## src/bignum_pkg.sv

```systemverilog
package bignum_pkg;

    parameter int WORD_BITS = 32;

    // one word of an operand or of the product
    typedef logic [WORD_BITS-1:0] word_t;

    // full product of two words
    typedef logic [2*WORD_BITS-1:0] chunk_t;

    // one word of a partial-product row
    typedef struct packed {
        word_t data;
        logic  valid;
        logic  first;
    } row_word_t;

    typedef enum logic [2:0] {
        IDLE,
        LOAD,
        ROW_START,
        ROW_STREAM,
        ROW_FLUSH,
        OUTPUT
    } mult_state_t;

endpackage

```

## src/bignum_multiplier_top.sv

```systemverilog
`timescale 1ns/1ps

module bignum_multiplier_top import bignum_pkg::*; #(
    parameter int NUM_BITS = 128,
    localparam int D = NUM_BITS / WORD_BITS,
    localparam int AW = $clog2(D)
) (
    input  logic  clk_in,
    input  logic  rst_in,
    input  word_t n_in,
    input  word_t m_in,
    input  logic  valid_in,
    output word_t data_out,
    output logic  valid_out,
    output logic  final_out,
    output logic  ready_out
);

    logic          wr_en;
    logic [AW-1:0] wr_addr;
    logic [AW-1:0] rd_addr_n;
    logic [AW-1:0] rd_addr_m;
    logic [AW-1:0] row_base;
    logic          row_go;
    logic          row_first;
    logic          row_flush;
    logic          clear;
    logic          drain_start;
    logic          out_done;
    word_t         n_word;
    word_t         m_word;
    row_word_t     row_word;

    mult_control #(.NUM_BITS(NUM_BITS)) u_control (
        .clk_in      (clk_in),
        .rst_in      (rst_in),
        .valid_in    (valid_in),
        .out_done    (out_done),
        .ready_out   (ready_out),
        .wr_en       (wr_en),
        .wr_addr     (wr_addr),
        .rd_addr_n   (rd_addr_n),
        .rd_addr_m   (rd_addr_m),
        .row_go      (row_go),
        .row_first   (row_first),
        .row_flush   (row_flush),
        .clear       (clear),
        .row_base    (row_base),
        .drain_start (drain_start)
    );

    operand_store #(.NUM_BITS(NUM_BITS)) u_store (
        .clk_in    (clk_in),
        .n_in      (n_in),
        .m_in      (m_in),
        .wr_en     (wr_en),
        .wr_addr   (wr_addr),
        .rd_addr_n (rd_addr_n),
        .rd_addr_m (rd_addr_m),
        .n_word    (n_word),
        .m_word    (m_word)
    );

    row_builder u_row (
        .clk_in    (clk_in),
        .rst_in    (rst_in),
        .n_word    (n_word),
        .m_word    (m_word),
        .row_go    (row_go),
        .row_first (row_first),
        .row_flush (row_flush),
        .row_out   (row_word)
    );

    product_accumulator #(.NUM_BITS(NUM_BITS)) u_accum (
        .clk_in      (clk_in),
        .rst_in      (rst_in),
        .clear       (clear),
        .row_in      (row_word),
        .row_base    (row_base),
        .drain_start (drain_start),
        .data_out    (data_out),
        .valid_out   (valid_out),
        .final_out   (final_out),
        .out_done    (out_done)
    );

endmodule

```

## src/mult_control.sv

```systemverilog
`timescale 1ns/1ps

module mult_control import bignum_pkg::*; #(
    parameter int NUM_BITS = 128,
    localparam int D = NUM_BITS / WORD_BITS,
    localparam int AW = $clog2(D)
) (
    input  logic          clk_in,
    input  logic          rst_in,
    input  logic          valid_in,
    input  logic          out_done,
    output logic          ready_out,
    output logic          wr_en,
    output logic [AW-1:0] wr_addr,
    output logic [AW-1:0] rd_addr_n,
    output logic [AW-1:0] rd_addr_m,
    output logic          row_go,
    output logic          row_first,
    output logic          row_flush,
    output logic          clear,
    output logic [AW-1:0] row_base,
    output logic          drain_start
);

    mult_state_t   state;
    logic [AW:0]   word_cnt;
    logic [AW-1:0] row_cnt;
    logic          settle;
    logic          last_row;

    assign last_row  = row_cnt == AW'(D - 1);
    assign ready_out = state == IDLE;

    // loading uses word_cnt as the write address
    assign wr_en   = valid_in && (state == IDLE || state == LOAD);
    assign wr_addr = word_cnt[AW-1:0];
    assign clear   = state == IDLE && valid_in;

    // during a row word_cnt runs one ahead of the n word at the row builder
    assign rd_addr_n = word_cnt[AW-1:0];
    assign rd_addr_m = row_cnt;
    assign row_base  = row_cnt;
    assign row_go    = state == ROW_STREAM;
    assign row_first = state == ROW_STREAM && word_cnt == (AW + 1)'(1);
    assign row_flush = state == ROW_FLUSH && !settle;

    assign drain_start = state == ROW_FLUSH && settle && last_row;

    always_ff @(posedge clk_in) begin
        if (rst_in) begin
            state    <= IDLE;
            word_cnt <= '0;
            row_cnt  <= '0;
            settle   <= 1'b0;
        end else begin
            case (state)
                IDLE: begin
                    // word 0 is stored on this strobe
                    if (valid_in) begin
                        word_cnt <= (AW + 1)'(1);
                        state    <= LOAD;
                    end
                end
                LOAD: begin
                    if (valid_in) begin
                        if (word_cnt == (AW + 1)'(D - 1)) begin
                            word_cnt <= '0;
                            state    <= ROW_START;
                        end else begin
                            word_cnt <= word_cnt + 1'b1;
                        end
                    end
                end
                ROW_START: begin
                    // address 0 goes out here, n word 0 is back next cycle
                    word_cnt <= (AW + 1)'(1);
                    state    <= ROW_STREAM;
                end
                ROW_STREAM: begin
                    if (word_cnt == (AW + 1)'(D)) begin
                        word_cnt <= '0;
                        state    <= ROW_FLUSH;
                    end else begin
                        word_cnt <= word_cnt + 1'b1;
                    end
                end
                ROW_FLUSH: begin
                    // flush cycle, then one cycle for the last row word to land
                    settle <= !settle;
                    if (settle) begin
                        if (last_row) begin
                            state <= OUTPUT;
                        end else begin
                            row_cnt <= row_cnt + 1'b1;
                            state   <= ROW_START;
                        end
                    end
                end
                OUTPUT: begin
                    if (out_done) begin
                        row_cnt <= '0;
                        state   <= IDLE;
                    end
                end
                default: begin
                    state <= IDLE;
                end
            endcase
        end
    end

endmodule

```

## src/operand_store.sv

```systemverilog
`timescale 1ns/1ps

module operand_store import bignum_pkg::*; #(
    parameter int NUM_BITS = 128,
    localparam int D = NUM_BITS / WORD_BITS,
    localparam int AW = $clog2(D)
) (
    input  logic          clk_in,
    input  word_t         n_in,
    input  word_t         m_in,
    input  logic          wr_en,
    input  logic [AW-1:0] wr_addr,
    input  logic [AW-1:0] rd_addr_n,
    input  logic [AW-1:0] rd_addr_m,
    output word_t         n_word,
    output word_t         m_word
);

    word_t n_mem [D];
    word_t m_mem [D];

    // n and m arrive side by side, so one write port serves both
    always_ff @(posedge clk_in) begin
        if (wr_en) begin
            n_mem[wr_addr] <= n_in;
            m_mem[wr_addr] <= m_in;
        end
    end

    // read data lags the address by one cycle, like a block RAM
    always_ff @(posedge clk_in) begin
        n_word <= n_mem[rd_addr_n];
        m_word <= m_mem[rd_addr_m];
    end

endmodule

```

## src/product_accumulator.sv

```systemverilog
`timescale 1ns/1ps

module product_accumulator import bignum_pkg::*; #(
    parameter int NUM_BITS = 128,
    localparam int D = NUM_BITS / WORD_BITS,
    localparam int AW = $clog2(D),
    localparam int PD = 2 * D,
    localparam int PAW = $clog2(PD)
) (
    input  logic          clk_in,
    input  logic          rst_in,
    input  logic          clear,
    input  row_word_t     row_in,
    input  logic [AW-1:0] row_base,
    input  logic          drain_start,
    output word_t         data_out,
    output logic          valid_out,
    output logic          final_out,
    output logic          out_done
);

    word_t              acc [PD];
    logic [PAW-1:0]     row_idx;
    logic [PAW-1:0]     wr_ptr;
    logic               carry;
    logic [WORD_BITS:0] sum;
    logic               draining;
    logic [PAW-1:0]     rd_ptr;

    // row word k lands at entry row_base + k
    assign wr_ptr = PAW'(row_base) + (row_in.first ? PAW'(0) : row_idx);

    assign sum = {1'b0, acc[wr_ptr]}
               + {1'b0, row_in.data}
               + (WORD_BITS + 1)'(row_in.first ? 1'b0 : carry);

    always_ff @(posedge clk_in) begin
        if (clear) begin
            for (int k = 0; k < PD; k++) begin
                acc[k] <= '0;
            end
        end else if (row_in.valid) begin
            acc[wr_ptr] <= sum[WORD_BITS-1:0];
        end
    end

    always_ff @(posedge clk_in) begin
        if (draining) begin
            data_out <= acc[rd_ptr];
        end
    end

    always_ff @(posedge clk_in) begin
        if (rst_in) begin
            carry     <= 1'b0;
            row_idx   <= '0;
            draining  <= 1'b0;
            rd_ptr    <= '0;
            valid_out <= 1'b0;
            final_out <= 1'b0;
        end else begin
            if (row_in.valid) begin
                carry   <= sum[WORD_BITS];
                row_idx <= row_in.first ? PAW'(1) : row_idx + 1'b1;
            end

            valid_out <= draining;
            final_out <= draining && rd_ptr == PAW'(PD - 1);

            // stream entries 0 .. 2D-1 on consecutive cycles
            if (drain_start) begin
                draining <= 1'b1;
                rd_ptr   <= '0;
            end else if (draining) begin
                rd_ptr <= rd_ptr + 1'b1;
                if (rd_ptr == PAW'(PD - 1)) begin
                    draining <= 1'b0;
                end
            end
        end
    end

    assign out_done = final_out;

endmodule

```

## src/row_builder.sv

```systemverilog
`timescale 1ns/1ps

module row_builder import bignum_pkg::*; (
    input  logic      clk_in,
    input  logic      rst_in,
    input  word_t     n_word,
    input  word_t     m_word,
    input  logic      row_go,
    input  logic      row_first,
    input  logic      row_flush,
    output row_word_t row_out
);

    chunk_t             chunk;
    word_t              hi_prev;
    logic               carry;
    word_t              hi_base;
    logic               carry_base;
    logic [WORD_BITS:0] fold;

    assign chunk = n_word * m_word;

    // a new row starts without a saved high half or carry
    assign hi_base    = row_first ? '0 : hi_prev;
    assign carry_base = row_first ? 1'b0 : carry;

    // low half of this chunk plus high half of the one before
    assign fold = {1'b0, chunk[WORD_BITS-1:0]}
                + {1'b0, hi_base}
                + (WORD_BITS + 1)'(carry_base);

    always_ff @(posedge clk_in) begin
        if (row_go) begin
            row_out.data <= fold[WORD_BITS-1:0];
            hi_prev      <= chunk[2*WORD_BITS-1:WORD_BITS];
        end else if (row_flush) begin
            // top word of the row, cannot overflow
            row_out.data <= hi_prev + word_t'(carry);
        end

        if (rst_in) begin
            row_out.valid <= 1'b0;
            row_out.first <= 1'b0;
            carry         <= 1'b0;
        end else begin
            row_out.valid <= row_go || row_flush;
            row_out.first <= row_go && row_first;
            if (row_go) begin
                carry <= fold[WORD_BITS];
            end
        end
    end

endmodule

```

## config.mk

```make
export PLATFORM = sky130hd
export DESIGN_NAME = bignum_multiplier_top
export DESIGN_NICKNAME = d
export VERILOG_FILES = /design/src/bignum_pkg.sv /design/src/bignum_multiplier_top.sv /design/src/mult_control.sv /design/src/operand_store.sv /design/src/product_accumulator.sv /design/src/row_builder.sv
export SDC_FILE = /design/constraint.sdc
export NUM_CORES = 2
export LEC_CHECK = 0
export BUFFER_PORTS_ARGS = -buffer_cell sky130_fd_sc_hd__buf_4
export CAP_MARGIN = 20
export CORE_MARGIN = 1.5
export CORE_UTILIZATION = 44
export CTS_CLUSTER_DIAMETER = 100
export CTS_CLUSTER_SIZE = 28
export DETAILED_ROUTE_END_ITERATION = 12
export SYNTH_ARGS = -nofsm -noshare
export SYNTH_HDL_FRONTEND = slang
export SYNTH_SLANG_ARGS = --single-unit
```

## constraint.sdc

```tcl
create_clock -name clk_in -period 8.7 [get_ports clk_in]
set_clock_uncertainty 0.1 [all_clocks]
set_input_delay 0.87 -clock clk_in [delete_from_list [all_inputs] [get_ports clk_in]]
set_output_delay 0.87 -clock clk_in [all_outputs]
set_load 0.03 [all_outputs]
```

==> results.md <==
* GP Congestion at 0.919
* Number of buffers added by the clock tree synthesis step at 38
* Critical path type: reg2reg
* Number of enable flip-flop cells after synthesis at approximately 610
* CTS H-tree lvls at 2
* Global-route usage over all layers at 0.238
* Io pins at 102
* WL final at roughly 170000 microns
* HPWL after detailed placement at 131000 microns
* Total vias in the final route at approximately 43000
* Worst Path Required at 9.11 ns
* Relative slew slack at 0.271
* Total of endpoints with negative setup slack in the final report at 0
* Die Width at between 300 and 400 microns
* Count of maximum capacitance violations at 0
* Pin count of the biggest net entering global routing at 65
* Vertical die dimension at about 380 microns
* Initial antenna violation count at 1
* First-pass detailed-route iteration total at 10
* Post-route DRC at 24
* Starting density of the core at 0.443
* Post-route insts no fill at 7784
* Post-route ant nets at 0
* # rows at between 100 and 150
* TritonCTS clock tree: done
* Number of flip-flops and latches in the synthesized netlist at a little under 700
* Clock period minus worst slack at between 8 and 9 ns
* Max Freq at 119 MHz
* Number of warnings printed during yosys synthesis at 0
* Core box area at 0.144 sq mm
* Number of library cell types mapped by synthesis at 77
* Element type at the critical path end: register
* Clock Pin Slew Worst Setup and Hold Paths at around 0.10 ns
* Root buffer cell: clkbuf_16
* Die area at 0.147 sq mm
* Maximum fanout along the worst path at 18
* Wire length of the first global-routing pass at between 200000 and 300000 microns
* Clock latency on the worst-skew pair at 0.69 ns
* Maximum buffer depth of the clock tree at 3
* Filler cell count at roughly 13000
* Failing checks: design-rule violations
* Number of clock sinks at about 700
* IO Port Bufs at about 100
* Worst min-delay path category: in2reg
* Final period utilization at 0.965
* Top library cells by usage in the layout, fill and taps aside: inv_1, fa_1, nand2_1
* P&R area growth vs syn at 7.89%
* Detailed Route Iter0 Violations at 3348
* Hold violation total from the final report at 0
* Vias in the first global route at ~45000
* Critical path arrival at 8.81 ns
* Final slew viol count at 0
* Sum of overflow across all layers after global routing at 0
* Vias/cell at ~5.5
* Post-synth design cell area at ~0.064 sq mm
* Startpoint types: register
* Result of the run: finished, violations left
* Count of nets after finishing at around 7200
* Transition time at the pin with the least slew margin at 1.09 ns
* Layout cell share with drive strength beyond 1 at 0.101
* Top flip-flop cell by instance count after synthesis: edfxtp_1
* Average size of a mapped cell at approximately 11 sq um
* Routed length per instance at approximately 22 microns
* Sequential-to-total area share from yosys stat at 0.314
* Proportion of synthesized flip-flops having asynchronous set or reset at 0
* Net count after synthesis at roughly 7000
* Placed cell count at slightly below 8000
* Instance count of the mapped netlist at just under 6000
## worst paths after layout
kind                           to          startpoint  slack (ns)  depth (start not counted)
max             u_row.hi_prev[25]  u_store.n_word[21]        0.30                         25
min          u_store.m_mem[3][25]            m_in[25]        0.30                          1
max reg2reg     u_row.hi_prev[25]  u_store.n_word[21]        0.30                         25
min reg2reg    u_accum.row_idx[1]  u_accum.row_idx[1]        0.40                          2
## through the flow
stage	TNS (ns)	instance area [sq um]	util	hold WS (ns)	setup slack, ns
global route	-0.0777	68700	0.478	0.271	-0.0777
global placement	0	67200	0.467	0.372	0.256
detailed placement	0	67200	0.467	0.381	0.211
CTS	0	68500	0.477	0.256	0.133
finish	0	68700	0.478	0.297	0.304
floorplan	0	63600	-	0.358	0.800
## what timing repair did
action / 4_1_cts / 5_1_grt
setup buffers: 0 / 1
endpoints found under the hold margin: 0 / 0
hold buffers: 0 / 0
setup endpoints to repair: 0 / 12
gates resized for setup: 0 / 50
## cells by family (layout without fill, tap and decap cells)
| group | count (synthesis) | after routing | synth area share |
|---|---|---|---|
| AND/OR/NAND/NOR | 1788 | 1788 | 0.131 |
| adder cells (fa/ha/maj) | 1240 | 1240 | 0.350 |
| buffers and inverters | 1231 | 1274 | 0.0729 |
| flip-flops | 694 | 694 | 0.314 |
| AO/OA/AOI/OAI | 568 | 568 | 0.0592 |
| multiplexers | 164 | 164 | 0.0516 |
| XOR/XNOR | 152 | 152 | 0.0209 |
| other | 0 | 1 | 0 |
## cell usage after synthesis (4+ instances only)
master | number | area [sq um]
a211oi_1 | 9 | 67.6
a21boi_1 | 4 | 30.0
a21o_1 | 67 | 503
a21oi_1 | 137 | 686
a311oi_1 | 5 | 43.8
a31oi_1 | 19 | 119
and2_1 | 437 | 2730
and3_1 | 27 | 169
and4_1 | 9 | 78.8
buf_1 | 24 | 90.1
buf_2 | 11 | 55.1
clkbuf_1 | 292 | 1100
dfxtp_1 | 86 | 1720
edfxtp_1 | 608 | 18300
fa_1 | 901 | 18000
ha_1 | 339 | 4240
inv_1 | 902 | 3390
mux2_2 | 32 | 360
mux2i_1 | 4 | 40.0
mux4_2 | 128 | 2880
nand2_1 | 768 | 2880
nand2b_1 | 18 | 113
nand3_1 | 39 | 195
nand3b_1 | 6 | 45.0
nand4_1 | 40 | 250
nor2_1 | 339 | 1270
nor2b_1 | 29 | 181
nor3_1 | 56 | 280
o211ai_1 | 5 | 37.5
o21a_1 | 8 | 60.1
o21ai_0 | 93 | 465
o21ai_1 | 13 | 65.1
o21bai_1 | 23 | 173
o221ai_1 | 33 | 289
o22a_1 | 33 | 289
o22ai_1 | 67 | 419
or2_2 | 5 | 31.3
xnor2_1 | 93 | 815
xor2_1 | 59 | 517
## layer usage
layer | GRT usage | part of all wire | vias to the layer above
li1 | - | - | 18900
met1 | 0.318 | 0.42 | 22000
met2 | 0.402 | 0.49 | 1395
met4 | 0.0887 | 0.042 | 2
met3 | 0.0242 | 0.055 | 289
met5 | 0 | 0.000046 | -
## worst max-delay path, cell delays in order (launching register included)
cell,delay [ns]
dfxtp_1,0.66
buf_4,0.26
buf_4,0.27
nand2_1,0.12
fa_1,0.52
inv_1,0.05
fa_1,0.47
fa_1,0.49
inv_1,0.05
fa_1,0.51
fa_1,0.51
fa_1,0.49
inv_1,0.05
fa_1,0.57
fa_1,0.44
ha_1,0.44
nand2_1,0.15
or3_1,0.38
or2_1,0.25
a211oi_2,0.14
a21oi_1,0.19
a221oi_4,0.37
a21oi_2,0.13
o211ai_2,0.20
a221o_1,0.20
xor2_1,0.21
## cell type report
class,count,area (sq um),share of cell area
flip-flops and latches,694,20000,0.292
well taps,1903,2380,0.0347
diodes,1,2.50,0.0000364
multi-input cells,3912,39100,0.569
clock inverters,19,357,0.00519
clock buffers,51,1020,0.0149
inverters,902,3390,0.0493
repair buffers,302,2390,0.0348
## sequential cells by signal, summed over array words and instances (netlist names)
| register | cells |
|---|---|
| u_accum.final_out | 1 |
| u_control.settle | 1 |
| u_store.n_mem | 128 |
| u_store.n_word | 32 |
| u_control.state | 3 |
| u_row.row_out | 34 |
| u_control.word_cnt | 3 |
| u_control.rd_addr_m | 2 |
| u_accum.valid_out | 1 |
| u_row.hi_prev | 32 |
| u_row.carry | 1 |
| u_accum.draining | 1 |
| u_accum.rd_ptr | 3 |
| u_store.m_word | 32 |
| u_store.m_mem | 128 |
| u_accum.data_out | 32 |
| u_accum.row_idx | 3 |
| u_accum.carry | 1 |
| u_accum.acc | 256 |
Power is not shown: default switching activity piles up to over one toggle a cycle in this logic, so the estimate is an artifact.
